--- src/rtl/axiLitePkg.sv ---
package axiLitePkg;

  ////////////////////////////////////////////////////////////
  // bus widths
  ////////////////////////////////////////////////////////////
  localparam int ADDR_W = 32;
  localparam int DATA_W = 32;
  localparam int STRB_W = DATA_W / 8;  // one per byte lane

  typedef logic [ADDR_W-1:0] addrT;
  typedef logic [DATA_W-1:0] dataT;
  typedef logic [STRB_W-1:0] strbT;
  typedef logic [1:0]        respT;

  // only two of the four AXI codes are ever returned here
  localparam respT RESP_OKAY   = 2'b00;
  localparam respT RESP_SLVERR = 2'b10;

  ////////////////////////////////////////////////////////////
  // write channels
  ////////////////////////////////////////////////////////////
  typedef struct packed {
    addrT awaddr;
    logic awvalid;
  } awChanT;

  typedef struct packed {
    dataT wdata;
    strbT wstrb;
    logic wvalid;
  } wChanT;

  typedef struct packed {
    respT bresp;
    logic bvalid;
  } bChanT;

endpackage

--- src/rtl/writeAgentPkg.sv ---
package writeAgentPkg;

  // one requested write, from outside
  typedef struct packed {
    axiLitePkg::addrT addr;
    axiLitePkg::dataT data;
    axiLitePkg::strbT strb;
  } writeCmdT;

  // one finished write, as seen by the monitor
  typedef struct packed {
    axiLitePkg::addrT addr;
    axiLitePkg::respT resp;
  } writeStatusT;

  typedef enum logic [1:0] {
    IDLE,
    SEND,      // aw and/or w still outstanding
    WAITRESP
  } drvStateT;

  typedef logic [15:0] countT;

endpackage

--- src/rtl/writeDriver.sv ---
`timescale 1ns/10ps

module writeDriver (
  input  logic                   aclk,
  input  logic                   rstN,
  input  logic                   start,
  input  writeAgentPkg::writeCmdT cmd,
  output axiLitePkg::awChanT     aw,
  input  logic                   awready,
  output axiLitePkg::wChanT      w,
  input  logic                   wready,
  input  axiLitePkg::bChanT      b,
  output logic                   bready,
  output logic                   busy
);

  writeAgentPkg::drvStateT state;

  logic awDone;  // aw finished or finishing this cycle
  logic wDone;

  assign awDone = !aw.awvalid || awready;
  assign wDone  = !w.wvalid || wready;

  ////////////////////////////////////////////////////////////
  // channel FSM
  ////////////////////////////////////////////////////////////
  always_ff @(posedge aclk or negedge rstN) begin
    if (!rstN) begin
      state <= writeAgentPkg::IDLE;
      aw    <= '0;
      w     <= '0;
    end else begin
      case (state)
        writeAgentPkg::IDLE: begin
          // a start while busy never reaches here, so it is simply dropped
          if (start) begin
            aw.awaddr  <= cmd.addr;
            aw.awvalid <= 1'b1;
            w.wdata    <= cmd.data;
            w.wstrb    <= cmd.strb;
            w.wvalid   <= 1'b1;
            state      <= writeAgentPkg::SEND;
          end
        end

        writeAgentPkg::SEND: begin
          if (aw.awvalid && awready) begin
            aw.awvalid <= 1'b0;
          end
          if (w.wvalid && wready) begin
            w.wvalid <= 1'b0;
          end
          if (awDone && wDone) begin
            state <= writeAgentPkg::WAITRESP;
          end
        end

        writeAgentPkg::WAITRESP: begin
          if (b.bvalid) begin  // bready is high here
            state <= writeAgentPkg::IDLE;
          end
        end

        default: begin
          state <= writeAgentPkg::IDLE;
        end
      endcase
    end
  end

  assign bready = (state == writeAgentPkg::WAITRESP);
  assign busy   = (state != writeAgentPkg::IDLE);

endmodule

--- src/rtl/writeMonitor.sv ---
`timescale 1ns/10ps

module writeMonitor (
  input  logic                      aclk,
  input  logic                      rstN,
  input  axiLitePkg::awChanT        aw,
  input  logic                      awready,
  input  axiLitePkg::bChanT         b,
  input  logic                      bready,
  output logic                      done,
  output writeAgentPkg::writeStatusT status,
  output writeAgentPkg::countT      writeCount,
  output writeAgentPkg::countT      errorCount
);

  axiLitePkg::addrT addrQ;  // address of the write in flight

  logic awHs;
  logic bHs;

  assign awHs = aw.awvalid && awready;
  assign bHs  = b.bvalid && bready;

  ////////////////////////////////////////////////////////////
  // address capture
  ////////////////////////////////////////////////////////////
  always_ff @(posedge aclk or negedge rstN) begin
    if (!rstN) begin
      addrQ <= '0;
    end else if (awHs) begin
      addrQ <= aw.awaddr;
    end
  end

  ////////////////////////////////////////////////////////////
  // completion report
  ////////////////////////////////////////////////////////////
  always_ff @(posedge aclk or negedge rstN) begin
    if (!rstN) begin
      done       <= 1'b0;
      status     <= '0;
      writeCount <= '0;
      errorCount <= '0;
    end else begin
      done <= bHs;  // one cycle after B
      if (bHs) begin
        status.addr <= addrQ;
        status.resp <= b.bresp;
        writeCount  <= writeCount + 1'b1;
        if (b.bresp != axiLitePkg::RESP_OKAY) begin
          errorCount <= errorCount + 1'b1;
        end
      end
    end
  end

endmodule

--- src/rtl/writeMasterAgent.sv ---
`timescale 1ns/10ps

module writeMasterAgent (
  input  logic                      aclk,
  input  logic                      rstN,
  input  logic                      start,
  input  writeAgentPkg::writeCmdT    cmd,
  output logic                      busy,
  output logic                      done,
  output writeAgentPkg::writeStatusT status,
  output writeAgentPkg::countT      writeCount,
  output writeAgentPkg::countT      errorCount,
  output axiLitePkg::awChanT        aw,
  input  logic                      awready,
  output axiLitePkg::wChanT         w,
  input  logic                      wready,
  input  axiLitePkg::bChanT         b,
  output logic                      bready
);

  // driver owns the channel outputs
  writeDriver driver (
    .aclk    (aclk),
    .rstN    (rstN),
    .start   (start),
    .cmd     (cmd),
    .aw      (aw),
    .awready (awready),
    .w       (w),
    .wready  (wready),
    .b       (b),
    .bready  (bready),
    .busy    (busy)
  );

  // monitor taps the same wires, read only
  writeMonitor monitor (
    .aclk       (aclk),
    .rstN       (rstN),
    .aw         (aw),
    .awready    (awready),
    .b          (b),
    .bready     (bready),
    .done       (done),
    .status     (status),
    .writeCount (writeCount),
    .errorCount (errorCount)
  );

endmodule

--- src/rtl/regFileSlave.sv ---
`timescale 1ns/10ps

module regFileSlave #(
  parameter int NUM_REGS   = 16,  // at least 2
  parameter int RESP_DELAY = 2    // at least 1
) (
  input  logic                       aclk,
  input  logic                       rstN,
  input  axiLitePkg::awChanT         aw,
  output logic                       awready,
  input  axiLitePkg::wChanT          w,
  output logic                       wready,
  output axiLitePkg::bChanT          b,
  input  logic                       bready,
  input  logic [$clog2(NUM_REGS)-1:0] regIdx,
  output axiLitePkg::dataT           regData
);

  localparam int IDX_W = $clog2(NUM_REGS);
  localparam int CNT_W = $clog2(RESP_DELAY + 1);

  axiLitePkg::dataT regs [NUM_REGS];

  logic             readyQ;       // shared by awready and wready
  logic             respPending;  // set at acceptance, cleared at B
  logic             accept;
  logic             inRange;
  logic [IDX_W-1:0] wordIdx;
  logic [CNT_W-1:0] delayCnt;

  assign inRange = (aw.awaddr[axiLitePkg::ADDR_W-1:2] < NUM_REGS);
  assign wordIdx = aw.awaddr[2 +: IDX_W];
  assign accept  = readyQ && aw.awvalid && w.wvalid;

  ////////////////////////////////////////////////////////////
  // AW/W acceptance, one-cycle ready
  ////////////////////////////////////////////////////////////
  always_ff @(posedge aclk or negedge rstN) begin
    if (!rstN) begin
      readyQ <= 1'b0;
    end else begin
      readyQ <= aw.awvalid && w.wvalid && !readyQ && !respPending;
    end
  end

  assign awready = readyQ;
  assign wready  = readyQ;

  // strobe-merged write, nothing for out of range
  always_ff @(posedge aclk or negedge rstN) begin
    if (!rstN) begin
      for (int i = 0; i < NUM_REGS; i++) begin
        regs[i] <= '0;
      end
    end else if (accept && inRange) begin
      for (int lane = 0; lane < axiLitePkg::STRB_W; lane++) begin
        if (w.wstrb[lane]) begin
          regs[wordIdx][8*lane +: 8] <= w.wdata[8*lane +: 8];
        end
      end
    end
  end

  ////////////////////////////////////////////////////////////
  // delayed B response
  ////////////////////////////////////////////////////////////
  always_ff @(posedge aclk or negedge rstN) begin
    if (!rstN) begin
      respPending <= 1'b0;
      delayCnt    <= '0;
      b           <= '0;
    end else if (accept) begin
      respPending <= 1'b1;
      delayCnt    <= CNT_W'(RESP_DELAY);
      b.bresp     <= inRange ? axiLitePkg::RESP_OKAY : axiLitePkg::RESP_SLVERR;
    end else if (b.bvalid) begin
      if (bready) begin  // hold until taken
        b.bvalid    <= 1'b0;
        respPending <= 1'b0;
      end
    end else if (respPending) begin
      if (delayCnt == CNT_W'(1)) begin
        b.bvalid <= 1'b1;
      end
      delayCnt <= delayCnt - 1'b1;
    end
  end

  // readback port for system use
  assign regData = (regIdx < NUM_REGS) ? regs[regIdx] : '0;

endmodule

--- src/rtl/axiLiteWriteTop.sv ---
`timescale 1ns/10ps

module axiLiteWriteTop #(
  parameter int NUM_REGS   = 16,
  parameter int RESP_DELAY = 2
) (
  input  logic                       aclk,
  input  logic                       rstN,
  input  logic                       start,
  input  writeAgentPkg::writeCmdT     cmd,
  input  logic [$clog2(NUM_REGS)-1:0] regIdx,
  output logic                       busy,
  output logic                       done,
  output writeAgentPkg::writeStatusT  status,
  output writeAgentPkg::countT       writeCount,
  output writeAgentPkg::countT       errorCount,
  output axiLitePkg::dataT           regData
);

  // AXI4-Lite write channels between agent and slave
  axiLitePkg::awChanT aw;
  axiLitePkg::wChanT  w;
  axiLitePkg::bChanT  b;
  logic               awready;
  logic               wready;
  logic               bready;

  writeMasterAgent agent (
    .aclk       (aclk),
    .rstN       (rstN),
    .start      (start),
    .cmd        (cmd),
    .busy       (busy),
    .done       (done),
    .status     (status),
    .writeCount (writeCount),
    .errorCount (errorCount),
    .aw         (aw),
    .awready    (awready),
    .w          (w),
    .wready     (wready),
    .b          (b),
    .bready     (bready)
  );

  regFileSlave #(
    .NUM_REGS   (NUM_REGS),
    .RESP_DELAY (RESP_DELAY)
  ) slave (
    .aclk    (aclk),
    .rstN    (rstN),
    .aw      (aw),
    .awready (awready),
    .w       (w),
    .wready  (wready),
    .b       (b),
    .bready  (bready),
    .regIdx  (regIdx),
    .regData (regData)
  );

endmodule

--- config.mk ---
export PLATFORM = sky130hd
export DESIGN_NAME = axiLiteWriteTop
export DESIGN_NICKNAME = d
export VERILOG_FILES = /design/src/rtl/axiLitePkg.sv /design/src/rtl/writeAgentPkg.sv /design/src/rtl/writeDriver.sv /design/src/rtl/writeMonitor.sv /design/src/rtl/writeMasterAgent.sv /design/src/rtl/regFileSlave.sv /design/src/rtl/axiLiteWriteTop.sv
export SDC_FILE = /design/constraint.sdc
export NUM_CORES = 1
export LEC_CHECK = 0
export ABC_CLOCK_PERIOD_IN_PS = 3960
export BUFFER_PORTS_ARGS = -buffer_cell sky130_fd_sc_hd__buf_4
export CELL_PAD_IN_SITES_DETAIL_PLACEMENT = 1
export CELL_PAD_IN_SITES_GLOBAL_PLACEMENT = 1
export CORE_UTILIZATION = 47
export CTS_CLUSTER_SIZE = 25
export DETAILED_ROUTE_END_ITERATION = 10
export PLACE_DENSITY = 0.72
export SLEW_MARGIN = 15
export SYNTH_ARGS = -nofsm -noshare
export SYNTH_HDL_FRONTEND = slang
export SYNTH_SLANG_ARGS = --single-unit
--- constraint.sdc ---
create_clock -name aclk -period 3.96 [get_ports aclk]
set_input_delay 0.792 -clock aclk [delete_from_list [all_inputs] [get_ports aclk]]
set_output_delay 0.792 -clock aclk [all_outputs]
set_load 0.05 [all_outputs]
==> results of run 1 <==
==> state kept, by name (all words and copies together) (netlist names) <==
name                      flops
slave.delayCnt                2
agent.monitor.writeCount     16
slave.respPending             1
agent.driver.w               37
agent.monitor.status         33
agent.monitor.addrQ          32
slave.awready                 1
agent.driver.state            2
slave.regs                  512
agent.driver.aw              33
slave.b                       2
agent.monitor.errorCount     16
agent.monitor.done            1
==> routing by layer <==
metal  GRT usage, %  share of wire, %
met5              0                 0
met4           7.08               2.2
met3           3.56               3.4
met2           41.1                51
met1           32.5                43
==> logic make-up after synthesis <==
logic type | after synthesis | synth area share, %
other cells | 1 | 0.0121
mux | 769 | 34.0
xor+xnor | 31 | 0.878
compound gates | 11 | 0.194
flops | 688 | 55.7
buf+inv | 131 | 2.00
fa+ha+maj | 3 | 0.121
simple gates | 278 | 7.13
==> worst max-delay path, cell delays in order <==
cell      delay [ps]
clkbuf_8         260
buf_12           310
mux4_2           560
mux4_2           520
buf_4            220
==> area by class of cell <==
| class | instances | share of cell area (%) |
|---|---|---|
| clock inverter | 23 | 0.985 |
| timing repair buffer | 238 | 5.47 |
| sequential | 688 | 47.9 |
| inverter | 6 | 0.0626 |
| clock buffer | 110 | 6.18 |
| multi-input combinational | 1093 | 36.5 |
| tap | 855 | 2.97 |
| antenna | 1 | 0.00696 |
==> final timing paths <==
| check | to | slack, ps | cells after the start |
|---|---|---|---|
| hold reg to reg | agent.monitor.status[20] | 460 | 2 |
| hold / removal | agent.driver.w[11] | 260 | 1 |
| max in group asynchronous | slave.regs[121] | 2600 | 3 |
| setup / recovery | regData[16] | 460 | 5 |
| min in group aclk | agent.driver.w[1] | 400 | 3 |
| setup reg to reg | slave.regs[296] | 800 | 5 |
==> power groups by stage <==
| stage | logic (uW) | registers (uW) | clock network, uW |
|---|---|---|---|
| floorplan | 2070 | 9010 | 0 |
| global placement | 3040 | 9150 | 0 |
| detailed placement | 3130 | 9230 | 0 |
| CTS | 3160 | 9120 | 7450 |
| global route | 3350 | 9300 | 7700 |
| finish | 3110 | 9120 | 7270 |
==> metrics by stage <==
stage | instance area [sq um] | std cells
after global routing | 36000 | 3014
after detailed placement | 33400 | 2880
final | 36000 | 3014
after CTS | 36000 | 3013
after global placement | 33400 | 2880
after floorplan | 30900 | 1912
==> synthesized netlist by cell type <==
cell and count:
nor3_1 4, clkinv_1 4, buf_1 24, mux2i_1 1, ha_1 3, nand2b_1 5, nor2_1 16, xnor2_1 25
nand4_4 22, o22ai_1 1, nand4_1 13, nor4_1 4, buf_4 8, conb_1 1, nor3_2 5, nor4_2 1
o211ai_1 1, nand4_2 11, mux2_2 564, xor2_1 6, nor4bb_1 1, mux4_2 160, a31oi_1 1, nand3b_1 1
nand2b_4 2, inv_1 2, a21oi_1 2, clkbuf_1 57, buf_2 27, buf_6 8, and3_1 6, and4_1 13
nor2b_1 3, o21ai_0 6, nor4_4 24, dfrtp_1 688, nand4b_1 2, mux2_1 28, or2_2 6, clkbuf_4 1
mux2_4 16, and2_1 2, nand3_1 9, nand2_1 128
==> impl_metrics.py, run 1 <==
metrics = {
    "synthesis": {
        "yosysTopAreaCellShare_pct": 55.7,
        "post_synth_inst_count": 1912,
        "yosysWarnings": 0,
        "syn_area_sq_mm": 0.0309,
        "ys_ff_latch": 688,
        "netlist.top_cell.by_area": "dfrtp_1",
        "ys_seq_area_share_pct": 55.7,
        "synth_fp_nets": 1990,
        "syn_avg_cell_area_sq_um": 16.2,
        "netlist_top_cells_area": "dfrtp_1 56%, mux2_2 21%, mux4_2 12%",
        "synth_cell_types": 44,
    },
    "clock_network": {
        "cts_setup_buffers": 0,
        "clock-sinks": 688,
        "ctsLongestPathBuffers": 3,
        "tritoncts": "done",
        "tritoncts.num_buffers": 76,
        "cts_repair_resize_count": 0,
        "clock_insertion_delay_at_the_later_pin_of_the_skew_report_ps": 610,
        "cts.root.buffer_cell": "clkbuf_16",
        "htreeDepth": 3,
        "cts_hold_buffers": 0,
        "clk_transition_reported_paths_ps": 60,
    },
    "detailed_routing": {
        "drc_viols": 0,
        "dr.first_iter.drc_count": 878,
        "finalWirelength_um": 77500,
        "drt_pass1_iterations": 4,
        "ant_nets": 0,
        "drt-vias-per-instance": 5.79,
        "wl_per_cell_um": 25.7,
        "via_count": 17436,
    },
    "run": {
        "maxCapViolations": 0,
    },
    "final_layout": {
        "layout.cells.most_common": "dfrtp_1",
        "layout_cells_sized_above_1_pct": 54.1,
        "n_fill_cell": 6019,
        "area.growth.synth_to_final_pct": 16.3,
        "multi_input_comb_area_sq_mm": 0.0131,
        "final_core_util_pct": 55.6,
        "most-common-layout-cells": "688 x dfrtp_1, 564 x mux2_2, 222 x buf_4",
        "storage_cell_area_sq_mm": 0.0172,
        "finalNetCount": 2181,
    },
    "pwr": {
        "standby_leakage_power_uw": 0.0175,
        "cellInternalPower_uw": 13400,
        "combinational_share_of_power_pct": 16.0,
        "peak_supply_drop_uv": 293,
        "power.switching_fraction_pct": 31.1,
        "fin_total_pwr_uw": 19500,
        "power.share.sequential_pct": 46.8,
        "total_switching_power_uw": 6070,
        "clockPowerShare_pct": 37.3,
        "cellPowerDensity_mw_per_mm2": 542,
    },
    "worst_setup_path": {
        "required_ps": 3170,
        "critPathCaptureType": "output pin",
        "timing.critical_path.from_type": "input pin",
        "worstSetupStartpoint": "regIdx[0]",
        "critical_path_peak_fanout": 32,
        "worstSetupPathType": "input pin to output pin",
        "worstPathArrival_ps": 2710,
        "worst_r2r_startpoint": "agent.driver.aw[13]",
    },
    "timing": {
        "post_layout_minimum_cycle_time_ps": 3500,
        "hold_slack_ps": 262,
        "finalHoldViolations": 0,
        "final.setup.tns_ps": 0,
        "max_slew_vio_count": 0,
        "finalSetupViolCount": 0,
        "max_clock_freq_ghz": 0.285,
        "max_slew_margin_pct": 41.9,
        "worst_setup_slack_after_layout_ps": 457,
        "grt_setup_unrepaired": "no",
        "finalCritPeriodShare_pct": 88.5,
        "fin_skew_ps": 25.6,
        "worst_pin_slew_ps": 865,
    },
    "global_routing": {
        "grt_overflow_total": 0,
        "antenna_found_initial": 1,
        "grt_use_total_pct": 24.2,
        "via_count_of_the_first_global_routing_pass": 19964,
        "largest_net_degree_at_the_start_of_global_routing": 95,
        "global_route_wire_length_before_repair_um": 124000,
    },
    "die": {
        "die_ht_um": 259,
        "initial_core_util_pct": 47.8,
        "dieArea_sq_mm": 0.0668,
        "design.core.area_sq_mm": 0.0647,
        "die-width_um": 259,
        "placementRows": 93,
        "ios": 175,
    },
    "placed_design": {
        "routabilityCongestion": 0.766,
        "dpl_worst_slack_ps": 440,
        "post-dp-hpwl_um": 48600,
        "io_buffer_count": 173,
    },
    "worst_hold_path": {
        "type_of_the_worst_min_delay_path": "input pin to asynchronous set/reset pin",
    },
    "run_status": {
        "status": "finished, final reports clean",
    },
}
Note: power is estimated with default switching activity, not from simulation.
==> run 2: changes to the inputs <==
ABC_CLOCK_PERIOD_IN_PS = default   (was 3960)
SYNTH_HIERARCHICAL = 1   (was default)
==> run 2 against run 1 <==
Synthesized cell count shrank 0.68%. Count of clock-buffer cells in the layout grew 1. Global-route usage decreased by 0.33 points. Maximum frequency down 0.21%. Total power down 1.4%. Clock power is 3% lower. Critical path type unchanged. Setup slack lost 7.4 ps. Worst hold slack got worse by 34 ps. Critical endpoint is now regData[17]. Die area increased by 0.66%. First-iteration DRC count grew 23%. Utilization down 0.34 points.
==> impl_metrics.py, run 2 <==
metrics = {
    "worst_setup_path": {
        "worstSetupPathType": "input pin to output pin",
        "worst_setup_path_endpoint": "regData[17]",
        "required_ps": 3170,
        "cell_with_the_largest_stage_delay_on_the_worst_path": "mux4_2",
        "timing.critical_path.from_type": "input pin",
        "cpLargestDelayFamily": "multiplexers",
        "r2r_cells": 5,
        "reg2reg_setup_slack_ps": 860,
        "timing.rr.end": "slave/regs[202]",
        "critical_path_peak_fanout": 21,
        "critical_path.cell_chain": "clkbuf_8, buf_4, mux4_2, mux4_2, buf_4",
        "critPathCaptureType": "output pin",
        "worstPathArrival_ps": 2720,
        "worstSetupStartpoint": "regIdx[0]",
        "worst_r2r_startpoint": "agent/driver/aw[21]",
        "path_buf_inv": 3,
        "timing.critical_path.slowest_cell_delay_ps": 570,
        "cp.depth": 5,
    },
    "clock_network": {
        "cts_hold_buffers": 0,
        "tritoncts": "done",
        "clock_insertion_delay_at_the_later_pin_of_the_skew_report_ps": 610,
        "htreeDepth": 3,
        "cts.root.buffer_cell": "clkbuf_16",
        "clk_transition_reported_paths_ps": 50,
        "clock-sinks": 689,
        "ctsLongestPathBuffers": 3,
        "tritoncts.num_buffers": 75,
        "cts_setup_buffers": 0,
        "cts_repair_resize_count": 0,
    },
    "final_layout": {
        "storage_cell_area_sq_mm": 0.0172,
        "layout.cells.most_common": "dfrtp_1",
        "most-common-layout-cells": "689 x dfrtp_1, 592 x mux2_2, 220 x buf_4",
        "multi_input_comb_area_sq_mm": 0.0134,
        "num_antenna_cells": 0,
        "n_fill_cell": 6015,
        "layout_cells_sized_above_1_pct": 56.2,
        "finalNonFillerCells": 3033,
        "largest_register_ffs": 512,
        "area.growth.synth_to_final_pct": 16.4,
        "final_standard_cell_area_without_fillers_sq_mm": 0.0363,
        "finalNetCount": 2187,
        "top_register": "slave/regs",
        "reg.largest.list": "slave/regs: 512 flops, agent/driver/w: 37 flops, agent/monitor/status: 34 flops",
    },
    "timing": {
        "finalCritPeriodShare_pct": 88.6,
        "post_layout_minimum_cycle_time_ps": 3510,
        "final.setup.tns_ps": 0,
        "max_slew_vio_count": 0,
        "max_slew_margin_pct": 24.9,
        "fin_skew_ps": 15.9,
        "grt_setup_unrepaired": "no",
        "worst_setup_slack_after_layout_ps": 450,
        "finalSetupViolCount": 0,
        "max_clock_freq_ghz": 0.285,
        "worst_pin_slew_ps": 1120,
        "finalHoldViolations": 0,
    },
    "synthesis": {
        "yosys.area_share.adder_pct": 0.121,
        "post-synth-top-count-cell": "dfrtp_1",
        "synth_fp_nets": 1977,
        "async_flop_share_pct": 100,
        "synth_cell_types": 43,
        "dominantRegCellSynth": "dfrtp_1",
        "synth-xor-area-share_pct": 0.896,
        "syn_area_sq_mm": 0.0311,
        "yosysWarnings": 6,
        "syn_avg_cell_area_sq_um": 16.4,
        "post_synth_inst_count": 1899,
        "yosysTopAreaCellShare_pct": 55.4,
        "netlist_top_cells_area": "dfrtp_1 55%, mux2_2 21%, mux4_2 12%",
        "number_of_enable_flip_flop_cells_after_synthesis": 0,
        "netlist.top_cell.by_area": "dfrtp_1",
        "ys_ff_latch": 689,
        "synthSimpleGateAreaFrac_pct": 7.65,
        "synth_commonest_cells": "689 x dfrtp_1, 592 x mux2_2, 160 x mux4_2, 132 x nand2_1, 65 x nor4_4",
        "combinational_family_with_the_most_area_after_synthesis": "multiplexers",
        "synth-compound-area-share_pct": 0.269,
        "ys_seq_area_share_pct": 55.4,
        "muxShareOfSynthArea_pct": 33.9,
    },
    "die": {
        "ios": 175,
        "die-width_um": 259,
        "die_ht_um": 259,
        "design.core.area_sq_mm": 0.0656,
        "placementRows": 94,
        "initial_core_util_pct": 47.4,
        "dieArea_sq_mm": 0.0673,
    },
    "detailed_routing": {
        "drc_viols": 0,
        "wl_per_cell_um": 25.5,
        "via_count": 17366,
        "drt-vias-per-instance": 5.73,
        "drt_pass1_iterations": 4,
        "finalWirelength_um": 77300,
        "dr.first_iter.drc_count": 1084,
        "ant_nets": 0,
    },
    "worst_hold_path": {
        "type_of_the_worst_min_delay_path": "input pin to asynchronous set/reset pin",
    },
    "placed_design": {
        "post-dp-hpwl_um": 47900,
        "io_buffer_count": 174,
        "routabilityCongestion": 0.774,
        "dp_cells": 2896,
        "placedInstanceArea_sq_mm": 0.0337,
        "dpl_worst_slack_ps": 432,
    },
    "run": {
        "maxCapViolations": 0,
    },
    "pwr": {
        "standby_leakage_power_uw": 0.0174,
        "cellPowerDensity_mw_per_mm2": 530,
        "peak_supply_drop_uv": 267,
    },
    "global_routing": {
        "antenna_found_initial": 1,
        "grt_use_total_pct": 23.9,
        "largest_net_degree_at_the_start_of_global_routing": 97,
        "global_route_wire_length_before_repair_um": 122000,
        "via_count_of_the_first_global_routing_pass": 19587,
        "grt_overflow_total": 0,
    },
    "run_status": {
        "status": "finished, final reports clean",
    },
}
## run 2: changes by cell type after synthesis, moves of 5 or more
cell,before,now
nand4_2,11,1
inv_2,0,5
nor4_4,24,65
and4_1,13,1
buf_4,8,13
nand4_4,22,1
or2_2,6,1
mux2_1,28,0
buf_1,24,11
mux2_2,564,592
## run 2: power breakdown
part	switching, uW	internal [uW]	total (uW)
Combinational	1940	1200	3140
Clock	2840	4230	7080
Sequential	1250	7770	9010
Total	6030	13200	19200
## run 2: layout make-up
class                           count  share of cell area (%)
Clock buffer                      111                    6.37
Clock inverter                     26                   0.590
Inverter                           10                   0.104
Multi-Input combinational cell   1094                    36.8
Sequential cell                   689                    47.5
Tap cell                          864                    2.98
Timing Repair Buffer              239                    5.57
## run 2: cells by family (layout without fill, tap and decap cells)
kind of cell / after synthesis / after routing
compound gates: 11 / 11
xor+xnor: 31 / 31
fa+ha+maj: 3 / 3
buf+inv: 116 / 386
flops: 689 / 689
mux: 772 / 772
other cells: 1 / 1
simple gates: 276 / 276
## run 2: worst min path at each step
stage	slack (ps)	to	cells past startpoint
after global routing	290	agent/monitor/writeCount[15]	1
after CTS	250	agent/monitor/writeCount[3]	1
final	230	agent/monitor/writeCount[15]	1
after floorplan	430	agent/monitor/status[10]	2
after global placement	440	agent/monitor/status[2]	2
after detailed placement	460	agent/monitor/status[4]	2
## run 2: through the flow
stage	total power, uW	hold slack (ps)	utilization (%)
2_1_floorplan	11000	433	-
3_3_place_gp	12100	440	51.4
3_5_place_dp	12300	455	51.4
4_1_cts	19500	253	55.3
5_1_grt	20100	288	55.3
6_report	19200	228	55.3
## run 2: per-layer routing
metal,GRT usage [%],up-vias,part of all wire (%)
li1,-,7510,-
met1,32.3,9412,43
met2,39.7,330,50
met3,3.95,112,4.0
met4,7.40,2,2.4
met5,0,-,0.017
==> run 3: changes to the inputs <==
==> constraint.sdc (replaced) <==
create_clock -name aclk -period 3.96 [get_ports aclk]
set_input_delay 0.396 -clock aclk [delete_from_list [all_inputs] [get_ports aclk]]
set_output_delay 0.396 -clock aclk [all_outputs]
set_load 0.05 [all_outputs]
==> run 3 against run 2 <==
Worst hold slack lost 200 ps. Die area is the same. Cell count grew 1.2%. Maximum frequency grew 19%. Via count grew 2.0%. Count of clock-buffer cells in the layout is the same. Setup slack gained 570 ps. Critical path depth grew 1. Sequential power is essentially flat. First-iteration DRC count grew 8.0%. Utilization grew 0.59 points. Register-to-register slack gained 160 ps. Critical path type is now register to register. Critical endpoint is now slave/regs[79]. Largest power group unchanged.
==> impl_metrics.py, run 3 (same netlist as run 2, synthesis figures left out) <==
metrics = {
    "run_status": {
        "status": "finished, final reports clean",
    },
    "worst_setup_path": {
        "timing.critical_path.from_type": "register",
        "required_ps": 4450,
        "critical_path_peak_fanout": 63,
        "worstSetupPathType": "register to register",
        "worstPathArrival_ps": 3430,
        "critPathCaptureType": "register",
    },
    "die": {
        "initial_core_util_pct": 47.4,
        "die_ht_um": 259,
        "design.core.area_sq_mm": 0.0656,
        "placementRows": 94,
        "ios": 175,
        "dieArea_sq_mm": 0.0673,
        "die-width_um": 259,
    },
    "global_routing": {
        "grt_overflow_total": 0,
        "via_count_of_the_first_global_routing_pass": 19835,
        "grt_use_total_pct": 23.7,
        "global_route_wire_length_before_repair_um": 121000,
        "antenna_found_initial": 1,
        "largest_net_degree_at_the_start_of_global_routing": 120,
    },
    "clock_network": {
        "ctsLongestPathBuffers": 3,
        "cts_setup_buffers": 0,
        "clock-sinks": 689,
        "cts_repair_resize_count": 0,
        "clock_insertion_delay_at_the_later_pin_of_the_skew_report_ps": 620,
        "htreeDepth": 3,
        "cts.root.buffer_cell": "clkbuf_16",
        "clk_transition_reported_paths_ps": 60,
        "tritoncts.num_buffers": 75,
        "tritoncts": "done",
        "cts_hold_buffers": 46,
    },
    "timing": {
        "post_layout_minimum_cycle_time_ps": 2940,
        "grt_setup_unrepaired": "no",
        "finalCritPeriodShare_pct": 74.3,
        "max_clock_freq_ghz": 0.340,
        "worst_pin_slew_ps": 1020,
        "max_slew_vio_count": 0,
        "final.setup.tns_ps": 0,
        "hold_slack_ps": 30.2,
        "finalSetupViolCount": 0,
        "fin_skew_ps": 27.2,
        "finalHoldViolations": 0,
        "max_slew_margin_pct": 32.1,
    },
    "pwr": {
        "combinational_share_of_power_pct": 16.3,
        "peak_supply_drop_uv": 286,
        "power.share.sequential_pct": 46.4,
        "cellPowerDensity_mw_per_mm2": 530,
        "standby_leakage_power_uw": 0.0175,
        "power.switching_fraction_pct": 31.3,
        "cellInternalPower_uw": 13300,
        "total_switching_power_uw": 6080,
        "clockPowerShare_pct": 37.3,
    },
    "detailed_routing": {
        "dr.first_iter.drc_count": 1171,
        "finalWirelength_um": 76600,
        "wl_per_cell_um": 25.0,
        "drc_viols": 0,
        "drt-vias-per-instance": 5.77,
        "drt_pass1_iterations": 5,
        "ant_nets": 0,
        "via_count": 17706,
    },
    "final_layout": {
        "finalNonFillerCells": 3068,
        "largest_register_ffs": 512,
        "top_register": "slave/regs",
        "area.growth.synth_to_final_pct": 17.7,
        "finalNetCount": 2221,
        "most-common-layout-cells": "689 x dfrtp_1, 592 x mux2_2, 211 x buf_4",
        "layout.cells.most_common": "dfrtp_1",
        "num_antenna_cells": 0,
        "final_standard_cell_area_without_fillers_sq_mm": 0.0366,
        "reg.largest.list": "slave/regs: 512 flops, agent/driver/w: 37 flops, agent/monitor/status: 34 flops",
        "layout_cells_sized_above_1_pct": 54.6,
    },
    "placed_design": {
        "routabilityCongestion": 0.753,
        "dp_cells": 2884,
        "io_buffer_count": 174,
        "post-dp-hpwl_um": 46300,
        "placedInstanceArea_sq_mm": 0.0336,
    },
    "worst_hold_path": {
        "type_of_the_worst_min_delay_path": "input pin to register",
    },
    "run": {
        "maxCapViolations": 0,
    },
}
[run 3: cell count changes in the layout (fill, tap and decap cells not counted)]
cell	change
clkinv_2	-12
clkbuf_16	-5
clkinv_8	+1
clkbuf_8	+2
clkinvlp_4	+4
clkinv_4	-1
bufinv_16	+4
dlygate4sd3_1	+46
clkbuf_1	+3
buf_4	-9
buf_12	-3
inv_6	+5
[run 3: power by group through the flow]
stage / combinational, uW / sequential, uW / clock, uW
2_1_floorplan: 2040 / 9010 / 0
3_3_place_gp: 3070 / 9030 / 0
3_5_place_dp: 3160 / 9120 / 0
4_1_cts: 3210 / 9000 / 7450
5_1_grt: 3400 / 9180 / 7710
6_report: 3170 / 9020 / 7240
[run 3: path summary, 6_finish.rpt]
check                                  startpoint                      endpoint  slack (ps)  depth (start not counted)
setup / recovery              agent/driver/aw[16]                slave/regs[79]        1020                          6
setup reg to reg              agent/driver/aw[16]                slave/regs[79]        1020                          6
max in group asynchronous                    rstN               slave/regs[118]        2340                          3
hold reg to reg            agent/monitor/addrQ[2]       agent/monitor/status[4]         460                          2
hold / removal                             cmd[6]             agent/driver/w[7]          30                          2
min in group asynchronous                    rstN  agent/monitor/writeCount[15]         420                          2
[run 3: final cells by class]
cell class | instances | area, sq um
Clock buffer | 111 | 2220
Clock inverter | 27 | 355
Fill cell | 6032 | 29000
Inverter | 10 | 37.5
Multi-Input combinational cell | 1094 | 13400
Sequential cell | 689 | 17200
Tap cell | 864 | 1080
Timing Repair Buffer | 273 | 2350
[run 3: worst max-delay path, stage by stage (launching register included)]
cell and delay [ps]:
dfrtp_1 390, nor4_1 390, nand4_1 140, buf_4 190, buf_12 260, nor4_4 930
mux2_2 430
[run 3: through the flow]
step	utilization (%)	total power, uW	setup slack [ps]
after floorplan	-	11000	1290
after global placement	51.2	12100	1010
after detailed placement	51.2	12300	1010
after CTS	55.8	19700	1010
after global routing	55.8	20300	916
final	55.8	19400	1020
[run 3: layer usage]
layer  global-route usage [%]  up-vias  part of all wire (%)
met1                     32.0     9614                    43
met2                     39.3      388                    50
met3                     3.51      125                   4.0
met5                        0        -                 0.017
li1                         -     7577                     -
met4                     7.86        2                   2.6
